### src/design/rv32_pipe_cfg.svh
`ifndef RV32_PIPE_CFG_SVH
`define RV32_PIPE_CFG_SVH

// Integer data path width
`define RV_XLEN 32

// Instruction memory word address, 64 words
`define RV_IMEM_AW 6

// Writeback credits granted by the consumer at reset
`define RV_WB_CREDITS 4

// ECALL encoding, SYSTEM opcode with all other fields zero
`define RV_ECALL 32'h0000_0073

`endif

### src/design/rv32_pipe_pkg.sv
`default_nettype none

`include "rv32_pipe_cfg.svh"

package rv32_pipe_pkg;

  // ALU operation select, PASSB forwards operand b for LUI
  typedef enum logic [3:0] {
    ALU_ADD,
    ALU_SUB,
    ALU_SLL,
    ALU_SLT,
    ALU_SLTU,
    ALU_XOR,
    ALU_SRL,
    ALU_SRA,
    ALU_OR,
    ALU_AND,
    ALU_PASSB
  } alu_op_e;

  // Host write into the instruction memory
  typedef struct packed {
    logic                   valid;
    logic [`RV_IMEM_AW-1:0] addr;
    logic [`RV_XLEN-1:0]    data;
  } imem_load_t;

  // Fetch read request
  typedef struct packed {
    logic                   valid;
    logic [`RV_IMEM_AW-1:0] addr;
  } fetch_req_t;

  // Decode to execute bundle
  typedef struct packed {
    logic [`RV_XLEN-1:0] pc;
    alu_op_e             alu_op;
    logic [`RV_XLEN-1:0] opa;
    logic [`RV_XLEN-1:0] opb;
    logic [4:0]          rd;
  } ex_payload_t;

  // Execute to retire bundle, also the writeback record
  typedef struct packed {
    logic [`RV_XLEN-1:0] pc;
    logic [4:0]          rd;
    logic [`RV_XLEN-1:0] value;
  } wb_rec_t;

endpackage

`default_nettype wire

### src/design/rv32_retire.sv
`timescale 1ns/1ns
`default_nettype none

`include "rv32_pipe_cfg.svh"

module rv32_retire import rv32_pipe_pkg::*; (
  input  wire                 clk_i,
  input  wire                 rst_n_i,
  input  wire                 valid_i,
  input  wire wb_rec_t        rec_i,
  output logic                stall_o,
  input  wire                 wb_credit_i,
  output logic                wb_valid_o,
  output wb_rec_t             wb_o,
  output logic                rf_we_o,
  output logic [4:0]          rf_rd_o,
  output logic [`RV_XLEN-1:0] rf_wd_o
);

  localparam int CW = $clog2(`RV_WB_CREDITS + 1);

  logic [CW-1:0] credit_q;

  ////////////////////
  // Credit handshake
  ////////////////////

  // No credit left, back-pressure the wb stage
  assign stall_o    = (credit_q == '0);
  assign wb_valid_o = valid_i & ~stall_o;
  assign wb_o       = rec_i;

  // One credit per emission, one back per returned pulse
  always_ff @(posedge clk_i or negedge rst_n_i) begin
    if (!rst_n_i) begin
      credit_q <= CW'(`RV_WB_CREDITS);
    end else begin
      credit_q <= credit_q - CW'(wb_valid_o) + CW'(wb_credit_i);
    end
  end

  // Register file commits with the emission
  assign rf_we_o = wb_valid_o & (rec_i.rd != 5'd0);
  assign rf_rd_o = rec_i.rd;
  assign rf_wd_o = rec_i.value;

  // Consumer never returns more than it was granted
  a_credit_max : assert property (@(posedge clk_i) disable iff (!rst_n_i)
    credit_q <= CW'(`RV_WB_CREDITS));

  // Out of credit with nothing returned, next cycle stays silent
  a_no_emit_at_zero : assert property (@(posedge clk_i) disable iff (!rst_n_i)
    (credit_q == '0 && !wb_credit_i) |=> !wb_valid_o);

endmodule

`default_nettype wire

### config.mk
export PLATFORM = sky130hd
export DESIGN_NAME = rv32_retire
export DESIGN_NICKNAME = d
export VERILOG_FILES = /design/src/design/rv32_pipe_pkg.sv /design/src/design/rv32_retire.sv
export VERILOG_INCLUDE_DIRS = /design/src /design/src/design
export SDC_FILE = /design/constraint.sdc
export NUM_CORES = 1
export LEC_CHECK = 0
export BUFFER_PORTS_ARGS = -buffer_cell sky130_fd_sc_hd__buf_4
export CORE_AREA = 2 2 71 73
export DETAILED_ROUTE_END_ITERATION = 6
export DIE_AREA = 0 0 73 75
export GPL_ROUTABILITY_DRIVEN = 0
export PLACE_DENSITY = 0.71
export SYNTH_ARGS = -nofsm -noshare
export SYNTH_HDL_FRONTEND = slang
export SYNTH_SLANG_ARGS = --single-unit
### constraint.sdc
create_clock -name clk_i -period 3 [get_ports clk_i]
set_input_delay 0.45 -clock clk_i [delete_from_list [all_inputs] [get_ports clk_i]]
set_output_delay 0.45 -clock clk_i [all_outputs]
set_load 0.05 [all_outputs]
==> flow_summary.html, run 1 <==
<table>
<tr><th>Metric</th><th>Value</th></tr>
<tr><th colspan="2">Status</th></tr>
<tr><td>Result of the run</td><td>completed</td></tr>
<tr><th colspan="2">Placement</th></tr>
<tr><td>Cell count after placement</td><td>93</td></tr>
<tr><td>Dpl ws</td><td>961.0 ps</td></tr>
<tr><td>Detailed-placement wirelength estimate</td><td>1317 µm</td></tr>
<tr><td>Placed standard-cell area</td><td>412.9 µm²</td></tr>
<tr><td>Count of buffers inserted at the top-level ports</td><td>21</td></tr>
<tr><th colspan="2">STA</th></tr>
<tr><td>Final worst-path cycle share</td><td>67.82%</td></tr>
<tr><td>Final Skew</td><td>1.658 ps</td></tr>
<tr><td>Number of slew-limit violations in the final report</td><td>0</td></tr>
<tr><td>Setup TNS after final layout</td><td>0 ps</td></tr>
<tr><td>Shortest period the worst path allows</td><td>2035 ps</td></tr>
<tr><td>Least setup slack across all paths after layout</td><td>965.3 ps</td></tr>
<tr><td>Tightest Pin Transition</td><td>245.6 ps</td></tr>
<tr><td>Final Hold Violating Endpoints</td><td>0</td></tr>
<tr><td>Setup Viol. Count Final</td><td>0</td></tr>
<tr><td>Unrepaired setup endpoints after global routing</td><td>no</td></tr>
<tr><td>Maximum clock rate</td><td>491.5 MHz</td></tr>
<tr><td>Max-slew headroom at the worst pin</td><td>83.53%</td></tr>
<tr><th colspan="2">Synthesis</th></tr>
<tr><td>Syn Area/Cell</td><td>7.931 µm²</td></tr>
<tr><td>Number of flip-flops and latches in the synthesized netlist</td><td>3</td></tr>
<tr><td>Net count of the mapped netlist</td><td>200</td></tr>
<tr><td>Sequential share of the synthesized area</td><td>7.761%</td></tr>
<tr><td>Library cell occupying the most area in the post-synthesis netlist</td><td>buf_4</td></tr>
<tr><td>Share of the synthesized area in the top cell type</td><td>80.92%</td></tr>
<tr><td>Number of distinct standard cells referenced by the synthesized netlist</td><td>11</td></tr>
<tr><td>Netlist area before placement</td><td>983.4 µm²</td></tr>
<tr><td>Yosys warnings</td><td>0</td></tr>
<tr><td>Synth top area cells</td><td>buf_4 (81%), dfrtp_1 (5.1%), dfstp_2 (2.7%), ha_1 (2.5%), fa_1 (2.0%)</td></tr>
<tr><td>Number of instances in the synthesized netlist</td><td>124</td></tr>
<tr><th colspan="2">Finish</th></tr>
<tr><td>Layout cells sized above 1</td><td>60.47%</td></tr>
<tr><td>Area of all placed cells without fillers</td><td>457.9 µm²</td></tr>
<tr><td>Regs by FF count</td><td>credit_q: 3 flops</td></tr>
<tr><td>Largest register by flop count</td><td>credit_q</td></tr>
<tr><td>Area growth, synth to finish</td><td>-53.44%</td></tr>
<tr><td>Largest register FFs</td><td>3</td></tr>
<tr><td>Diode insertion count for antenna repair</td><td>0</td></tr>
<tr><td>Post-Layout Cell Count</td><td>97</td></tr>
<tr><td>Commonest cells after routing, fill and taps aside</td><td>buf_4 (21), inv_1 (5), clkbuf_8 (3)</td></tr>
<tr><td>Nets@finish</td><td>120</td></tr>
<tr><td>Most common cell after layout, fill and taps aside</td><td>buf_4</td></tr>
<tr><th colspan="2">Routing</th></tr>
<tr><td>WL final</td><td>1559 µm</td></tr>
<tr><td>Via count</td><td>311</td></tr>
<tr><td>Vias per cell</td><td>3.206</td></tr>
<tr><td>Number of nets with antenna violations after detailed routing</td><td>0</td></tr>
<tr><td>Wire length per cell</td><td>16.07 µm</td></tr>
<tr><td>Iter 0 DRT Violations</td><td>5</td></tr>
<tr><td>DRC Markers</td><td>0</td></tr>
<tr><td>First-pass iteration count of the detailed router</td><td>2</td></tr>
<tr><th colspan="2">Critical path</th></tr>
<tr><td>Max stage delay cell, worst path</td><td>dfrtp_1</td></tr>
<tr><td>Critical path buffers and inverters</td><td>1</td></tr>
<tr><td>Delay of the slowest cell on the worst path</td><td>380 ps</td></tr>
<tr><td>Worst Path Required</td><td>3140 ps</td></tr>
<tr><td>Startpoint Class</td><td>flop</td></tr>
<tr><td>Startpoint-to-endpoint class of the critical path</td><td>flop to flop</td></tr>
<tr><td>Cells traversed along the worst timing path</td><td>nor3_2 &gt; nor2_1 &gt; ha_1 &gt; inv_1 &gt; ha_1 &gt; fa_1 &gt; xnor2_1 &gt; xnor2_1</td></tr>
<tr><td>Depth of the critical timing path with buffers and inverters included</td><td>8</td></tr>
<tr><td>Delay-heaviest family, CP</td><td>adder cells</td></tr>
<tr><td>Largest fanout on the critical path</td><td>3</td></tr>
<tr><td>Path depth of the worst reg2reg path</td><td>8</td></tr>
<tr><td>Endpoint type of the worst setup path</td><td>flop</td></tr>
<tr><td>Worst EP arrival</td><td>2170 ps</td></tr>
<tr><th colspan="2">Clock network</th></tr>
<tr><td>TritonCTS clock tree</td><td>yes</td></tr>
<tr><td>Post-CTS sizing</td><td>0</td></tr>
<tr><td>Sink Count</td><td>3</td></tr>
<tr><td>H-tree lvl count</td><td>1</td></tr>
<tr><td>CTS Buf Count</td><td>3</td></tr>
<tr><td>Clock-pin slew reported for the worst setup and hold paths after clock tree synthesis</td><td>30 ps</td></tr>
<tr><td>Clk Latency, worst-skew pair</td><td>210 ps</td></tr>
<tr><td>Buffers from clock root to sink, at most</td><td>2</td></tr>
<tr><td>Hold_buf cts</td><td>0</td></tr>
<tr><td>Root cell of the clock tree</td><td>clkbuf_8</td></tr>
<tr><td>Setup fix buffers added after clock tree synthesis</td><td>0</td></tr>
<tr><th colspan="2">Global routing</th></tr>
<tr><td>Maximum number of pins on one net before global-route repair</td><td>4</td></tr>
<tr><td>Vias in the first global route</td><td>328</td></tr>
<tr><td>Grt ovf</td><td>0</td></tr>
<tr><td>All-layer global routing usage</td><td>4.802%</td></tr>
<tr><td>Global-route wire length before repair</td><td>1849 µm</td></tr>
<tr><td>Initial antenna violation count</td><td>0</td></tr>
<tr><th colspan="2">Pwr</th></tr>
<tr><td>Worst vdd ir</td><td>0.3377 mV</td></tr>
<tr><td>Power Density</td><td>910.6 nW/µm²</td></tr>
<tr><td>Leakage component of the power</td><td>0.0002166 µW</td></tr>
<tr><th colspan="2">Floorplan</th></tr>
<tr><td>Vert. Die Dim</td><td>75 µm</td></tr>
<tr><td>Floorplan Core Area</td><td>4661 µm²</td></tr>
<tr><td>DIE WIDTH</td><td>73 µm</td></tr>
<tr><td>Die Area</td><td>5475 µm²</td></tr>
<tr><td>Effective utilization at floorplan</td><td>21.10%</td></tr>
<tr><td>Number of core rows</td><td>25</td></tr>
<tr><td>I/O pin cnt</td><td>182</td></tr>
<tr><th colspan="2">Min path</th></tr>
<tr><td>Worst hold path type</td><td>primary input to async pin</td></tr>
<tr><th colspan="2">Flow run</th></tr>
<tr><td>Max_cap viols</td><td>0</td></tr>
</table>
## cell usage after synthesis, drive strengths merged
library cell,instances
buf,106
inv,5
dfrtp,2
ha,2
nor2,2
nor3,2
xnor2,2
a211oi,1
dfstp,1
fa,1
## cells by family (layout without fill, tap and decap cells)
group	count (synthesis)	count (layout)	synth area share (%)
simple gates	4	4	2.290
buf+inv	111	30	82.82
fa+ha+maj	3	3	4.580
flops	3	3	7.762
compound gates	1	1	0.7636
xor+xnor	2	2	1.781
## cell type report
type | instances | area, µm²
flip-flops and latches | 3 | 76.32
well taps | 54 | 67.56
inverters | 5 | 18.77
clock buffers | 4 | 45.04
fillers | 534 | 4203
repair buffers | 21 | 157.7
multi-input cells | 10 | 92.59
## metal layers
layer	part of all wire, %	global-route usage, %	up-vias	routed length, µm
met5	0	0	-	0
met4	13	9.877	0	204
met3	26	4.284	27	401
met2	44	5.806	58	682
met1	17	2.738	122	271
li1	-	-	104	-
## path summary, 6_finish.rpt
check | slack [ps] | startpoint | endpoint
max in group asynchronous | 2800 | rst_n_i | credit_q[2]
hold / removal | 20 | rst_n_i | credit_q[1]
hold reg to reg | 570 | credit_q[1] | credit_q[2]
setup / recovery | 970 | credit_q[1] | credit_q[2]
min in group clk_i | 460 | wb_credit_i | credit_q[0]
setup reg to reg | 970 | credit_q[1] | credit_q[2]
## report_power, final
| part | total (µW) | internal [µW] | leakage [µW] | switching [µW] |
|---|---|---|---|---|
| clock | 116 | 90.5 | 0.0000228 | 25.7 |
| sequential | 87.4 | 71.1 | 0.0000338 | 16.3 |
| combinational | 213 | 81.5 | 0.000160 | 132 |
| total | 417 | 243 | 0.000217 | 174 |
## per-stage QoR
step / total power [µW] / util (%) / hold slack (ps)
final: 417.0 / 9.826 / 17.69
after global routing: 449.5 / 9.826 / 10.26
after CTS: 426.8 / 9.826 / 13.51
after detailed placement: 303.9 / 8.859 / 242.2
after global placement: 305.3 / 8.859 / 240.2
after floorplan: 596.0 / - / 154.4
Note: power is estimated with default switching activity, not from simulation.
==> run 2, diff against run 1 <==
ABC_AREA = 1   (was unset)
PLACE_DENSITY = 0.72   (was 0.71)
clock period = 2 ns   (was 3 ns; I/O delays follow)
==> flow_summary.html, run 2 <==
<table>
<tr><th>Metric</th><th>Value</th></tr>
<tr><th colspan="2">Routing</th></tr>
<tr><td>Number of nets with antenna violations after detailed routing</td><td>0 (unchanged)</td></tr>
<tr><td>First-pass iteration count of the detailed router</td><td>4 (was 2)</td></tr>
<tr><td>Via count</td><td>350 (was 311)</td></tr>
<tr><td>WL final</td><td>1472 µm (was 1559 µm)</td></tr>
<tr><td>DRC Markers</td><td>0 (unchanged)</td></tr>
<tr><td>Wire length per cell</td><td>13.38 µm (was 16.07 µm)</td></tr>
<tr><td>Vias per cell</td><td>3.182 (was 3.206)</td></tr>
<tr><td>Iter 0 DRT Violations</td><td>8 (was 5)</td></tr>
<tr><th colspan="2">Placement</th></tr>
<tr><td>Count of buffers inserted at the top-level ports</td><td>21 (unchanged)</td></tr>
<tr><td>Dpl ws</td><td>135.5 ps (was 961.0 ps)</td></tr>
<tr><td>Detailed-placement wirelength estimate</td><td>1274 µm (was 1317 µm)</td></tr>
<tr><td>Placed standard-cell area</td><td>479.2 µm² (was 412.9 µm²)</td></tr>
<tr><th colspan="2">STA</th></tr>
<tr><td>Max-slew headroom at the worst pin</td><td>90.28% (was 83.53%)</td></tr>
<tr><td>Least setup slack across all paths after layout</td><td>141.6 ps (was 965.3 ps)</td></tr>
<tr><td>Worst slack on hold paths</td><td>320.7 ps (was 17.69 ps)</td></tr>
<tr><td>Unrepaired setup endpoints after global routing</td><td>no (unchanged)</td></tr>
<tr><td>Number of slew-limit violations in the final report</td><td>0 (unchanged)</td></tr>
<tr><td>Maximum clock rate</td><td>538.1 MHz (was 491.5 MHz)</td></tr>
<tr><td>Final worst-path cycle share</td><td>92.92% (was 67.82%)</td></tr>
<tr><td>Shortest period the worst path allows</td><td>1858 ps (was 2035 ps)</td></tr>
<tr><td>Final Skew</td><td>0.8190 ps (was 1.658 ps)</td></tr>
<tr><td>Final Hold Violating Endpoints</td><td>0 (unchanged)</td></tr>
<tr><td>Tightest Pin Transition</td><td>145.7 ps (was 245.6 ps)</td></tr>
<tr><td>Setup Viol. Count Final</td><td>0 (unchanged)</td></tr>
<tr><th colspan="2">Clock network</th></tr>
<tr><td>Clk Latency, worst-skew pair</td><td>210 ps (about the same)</td></tr>
<tr><td>Setup fix buffers added after clock tree synthesis</td><td>0 (unchanged)</td></tr>
<tr><td>H-tree lvl count</td><td>1 (unchanged)</td></tr>
<tr><td>Sink Count</td><td>3 (unchanged)</td></tr>
<tr><td>Clock-pin slew reported for the worst setup and hold paths after clock tree synthesis</td><td>30 ps (about the same)</td></tr>
<tr><td>CTS Buf Count</td><td>3 (unchanged)</td></tr>
<tr><td>Root cell of the clock tree</td><td>clkbuf_8 (unchanged)</td></tr>
<tr><td>Buffers from clock root to sink, at most</td><td>2 (unchanged)</td></tr>
<tr><td>TritonCTS clock tree</td><td>yes (unchanged)</td></tr>
<tr><th colspan="2">Finish</th></tr>
<tr><td>Commonest cells after routing, fill and taps aside</td><td>buf_4 (21), inv_1 (8), nand2_1 (7) (was buf_4 (21), inv_1 (5), clkbuf_8 (3))</td></tr>
<tr><td>Area of all placed cells without fillers</td><td>534.3 µm² (was 457.9 µm²)</td></tr>
<tr><td>Largest register by flop count</td><td>credit_q (unchanged)</td></tr>
<tr><td>Most common cell after layout, fill and taps aside</td><td>buf_4 (unchanged)</td></tr>
<tr><td>Fill cell instance count of the final layout</td><td>519 (was 534)</td></tr>
<tr><td>Layout cells sized above 1</td><td>58.93% (was 60.47%)</td></tr>
<tr><td>Largest register FFs</td><td>3 (unchanged)</td></tr>
<tr><td>Final core occ</td><td>11.46% (was 9.826%)</td></tr>
<tr><td>Nets@finish</td><td>133 (was 120)</td></tr>
<tr><td>Diode insertion count for antenna repair</td><td>0 (unchanged)</td></tr>
<tr><td>Area growth, synth to finish</td><td>-47.54% (was -53.44%)</td></tr>
<tr><td>Regs by FF count</td><td>credit_q: 3 flops (unchanged)</td></tr>
<tr><th colspan="2">Min path</th></tr>
<tr><td>Worst hold path type</td><td>primary input to flop (was primary input to async pin)</td></tr>
<tr><th colspan="2">Floorplan</th></tr>
<tr><td>Die Area</td><td>5475 µm² (unchanged)</td></tr>
<tr><td>Number of core rows</td><td>25 (unchanged)</td></tr>
<tr><td>DIE WIDTH</td><td>73 µm (unchanged)</td></tr>
<tr><td>Vert. Die Dim</td><td>75 µm (unchanged)</td></tr>
<tr><td>Effective utilization at floorplan</td><td>21.85% (was 21.10%)</td></tr>
<tr><td>Floorplan Core Area</td><td>4661 µm² (unchanged)</td></tr>
<tr><td>I/O pin cnt</td><td>182 (unchanged)</td></tr>
<tr><th colspan="2">Global routing</th></tr>
<tr><td>Initial antenna violation count</td><td>0 (unchanged)</td></tr>
<tr><td>Global-route wire length before repair</td><td>1828 µm (was 1849 µm)</td></tr>
<tr><td>Grt ovf</td><td>0 (unchanged)</td></tr>
<tr><td>Maximum number of pins on one net before global-route repair</td><td>4 (unchanged)</td></tr>
<tr><td>Vias in the first global route</td><td>364 (was 328)</td></tr>
<tr><td>All-layer global routing usage</td><td>4.715% (was 4.802%)</td></tr>
<tr><th colspan="2">Synthesis</th></tr>
<tr><td>Share of flip-flops with an asynchronous set or reset after synthesis</td><td>100.0% (unchanged)</td></tr>
<tr><td>Adder-Cell Fraction of Synth Area</td><td>4.423% (was 4.580%)</td></tr>
<tr><td>Number of distinct standard cells referenced by the synthesized netlist</td><td>11 (unchanged)</td></tr>
<tr><td>XOR/XNOR share of the synthesized area</td><td>0% (was 1.781%)</td></tr>
<tr><td>Number of flip-flops and latches in the synthesized netlist</td><td>3 (unchanged)</td></tr>
<tr><td>Top post-synthesis cells by count</td><td>buf_4 (106), inv_1 (10), nand2_1 (7), nor2_1 (3) (was buf_4 (106), inv_1 (5))</td></tr>
<tr><td>Count leader, synth</td><td>buf_4 (unchanged)</td></tr>
<tr><td>Simple-gate area share of the yosys netlist</td><td>6.265% (was 2.290%)</td></tr>
<tr><td>Synth top area cells</td><td>buf_4 (78%), dfrtp_1 (4.9%), inv_1 (3.7%), dfstp_2 (2.6%), nand2_1 (2.6%) (was buf_4 (81%), dfrtp_1 (5.1%), dfstp_2 (2.7%), ha_1 (2.5%), fa_1 (2.0%))</td></tr>
<tr><td>Sequential share of the synthesized area</td><td>7.494% (was 7.761%)</td></tr>
<tr><td>Share of the synthesized area in the top cell type</td><td>78.13% (was 80.92%)</td></tr>
<tr><td>Synthesized-area fraction occupied by ao, oa, aoi and oai cells</td><td>0% (was 0.7634%)</td></tr>
<tr><td>Yosys warnings</td><td>0 (unchanged)</td></tr>
<tr><td>Library cell occupying the most area in the post-synthesis netlist</td><td>buf_4 (unchanged)</td></tr>
<tr><td>Number of instances in the synthesized netlist</td><td>136 (was 124)</td></tr>
<tr><td>Netlist area before placement</td><td>1018 µm² (was 983.4 µm²)</td></tr>
<tr><td>Syn Area/Cell</td><td>7.489 µm² (was 7.931 µm²)</td></tr>
<tr><td>Net count of the mapped netlist</td><td>212 (was 200)</td></tr>
<tr><td>Main combinational cell family by area after synthesis</td><td>buffers and inverters (unchanged)</td></tr>
<tr><td>Number of flops mapped to enable cells by yosys</td><td>0 (unchanged)</td></tr>
<tr><td>Post-synthesis mux area share</td><td>0% (unchanged)</td></tr>
<tr><td>Leading register cell type out of synthesis</td><td>dfrtp_1 (unchanged)</td></tr>
<tr><th colspan="2">Pwr</th></tr>
<tr><td>Worst vdd ir</td><td>0.6031 mV (was 0.3377 mV)</td></tr>
<tr><td>Leakage component of the power</td><td>0.0002650 µW (was 0.0002166 µW)</td></tr>
<tr><td>Combinational share of power</td><td>57.3% (was 51.2%)</td></tr>
<tr><td>Cell internal power dissipation</td><td>383.8 µW (was 243.1 µW)</td></tr>
<tr><td>Sw power</td><td>305.5 µW (was 173.9 µW)</td></tr>
<tr><td>Flop pwr share</td><td>17.6% (was 21.0%)</td></tr>
<tr><td>Power Density</td><td>1290 nW/µm² (was 910.6 nW/µm²)</td></tr>
<tr><td>Total Power</td><td>689.3 µW (was 417.0 µW)</td></tr>
<tr><td>Sw frac</td><td>44.32% (was 41.69%)</td></tr>
<tr><td>Relative contribution of the clock network to total power</td><td>25.0% (was 27.9%)</td></tr>
<tr><th colspan="2">Critical path</th></tr>
<tr><td>Endpoint type of the worst setup path</td><td>flop (unchanged)</td></tr>
<tr><td>Largest fanout on the critical path</td><td>3 (unchanged)</td></tr>
<tr><td>Startpoint-to-endpoint class of the critical path</td><td>flop to flop (unchanged)</td></tr>
<tr><td>Worst Path Required</td><td>2160 ps (was 3140 ps)</td></tr>
<tr><td>Worst EP arrival</td><td>2010 ps (was 2170 ps)</td></tr>
<tr><td>Startpoint Class</td><td>flop (unchanged)</td></tr>
<tr><th colspan="2">Status</th></tr>
<tr><td>Result of the run</td><td>completed (unchanged)</td></tr>
<tr><th colspan="2">Flow run</th></tr>
<tr><td>Max_cap viols</td><td>0 (unchanged)</td></tr>
</table>
-- run 2: changes by cell type after synthesis, sizes merged --
cell / change
nor2: +2
nor3: -2
xnor2: -2
nand3b: +1
nand2: +9
inv: +5
a211oi: -1
-- run 2: kinds of logic (layout without fill, tap and decap cells) --
kind of cell	after synthesis	count (layout)
flip-flops	3	3
buffers and inverters	116	36
AND/OR/NAND/NOR	14	14
adder cells (fa/ha/maj)	3	3
-- run 2: repair_timing --
item                       in CTS  in global routing
hold endpoints to repair        2                  0
hold buffers                    1                  0
gates resized for setup         0                  0
setup endpoints to repair       0                  0
-- run 2: final cells by class --
class,instances,area [µm²],area share (%)
Timing Repair Buffer,22,167.7,31.38
Multi-Input combinational cell,17,136.4,25.53
Sequential cell,3,76.32,14.29
Tap cell,54,67.56,12.65
Clock buffer,4,45.04,8.431
Inverter,10,41.29,7.728
-- run 2: metrics by stage --
stage          setup TNS, ps  instances
4_1_cts                    0        110
5_1_grt                    0        110
3_5_place_dp               0        105
2_1_floorplan         -64.29        136
6_report                   0        110
3_3_place_gp               0        105
-- run 2: worst max-delay path, stage by stage, from the launching register on --
cell and delay (ps):
dfrtp_1 380, nor2_1 110, nand2_2 70, nand2_2 110, clkinvlp_4 110, ha_4 270, inv_2 40, ha_4 150
fa_2 350, nand3b_1 160, nand2_1 60
-- run 2: power by group through the flow --
stage	sequential, µW	combinational, µW	clock (µW)
global placement	120	390	0
floorplan	118	827	0
CTS	122	408	177
detailed placement	123	403	0
finish	121	395	173
global route	128	440	183
-- run 2: path summary, 6_finish.rpt --
check	startpoint	end	slack, ps	cells past startpoint
min in group asynchronous	rst_n_i	credit_q[1]	410	2
max in group asynchronous	rst_n_i	credit_q[2]	1400	2
hold reg to reg	credit_q[1]	credit_q[2]	580	3
setup / recovery	credit_q[1]	credit_q[2]	140	10
hold / removal	wb_credit_i	credit_q[0]	320	2
setup reg to reg	credit_q[1]	credit_q[2]	140	10
-- run 2: layer usage --
layer	part of all wire (%)	vias to the layer above	track usage [%]
met5	0	-	0
met4	8.6	0	5.761
met3	21	27	4.418
met2	49	50	7.307
met1	22	138	2.814
li1	-	135	-
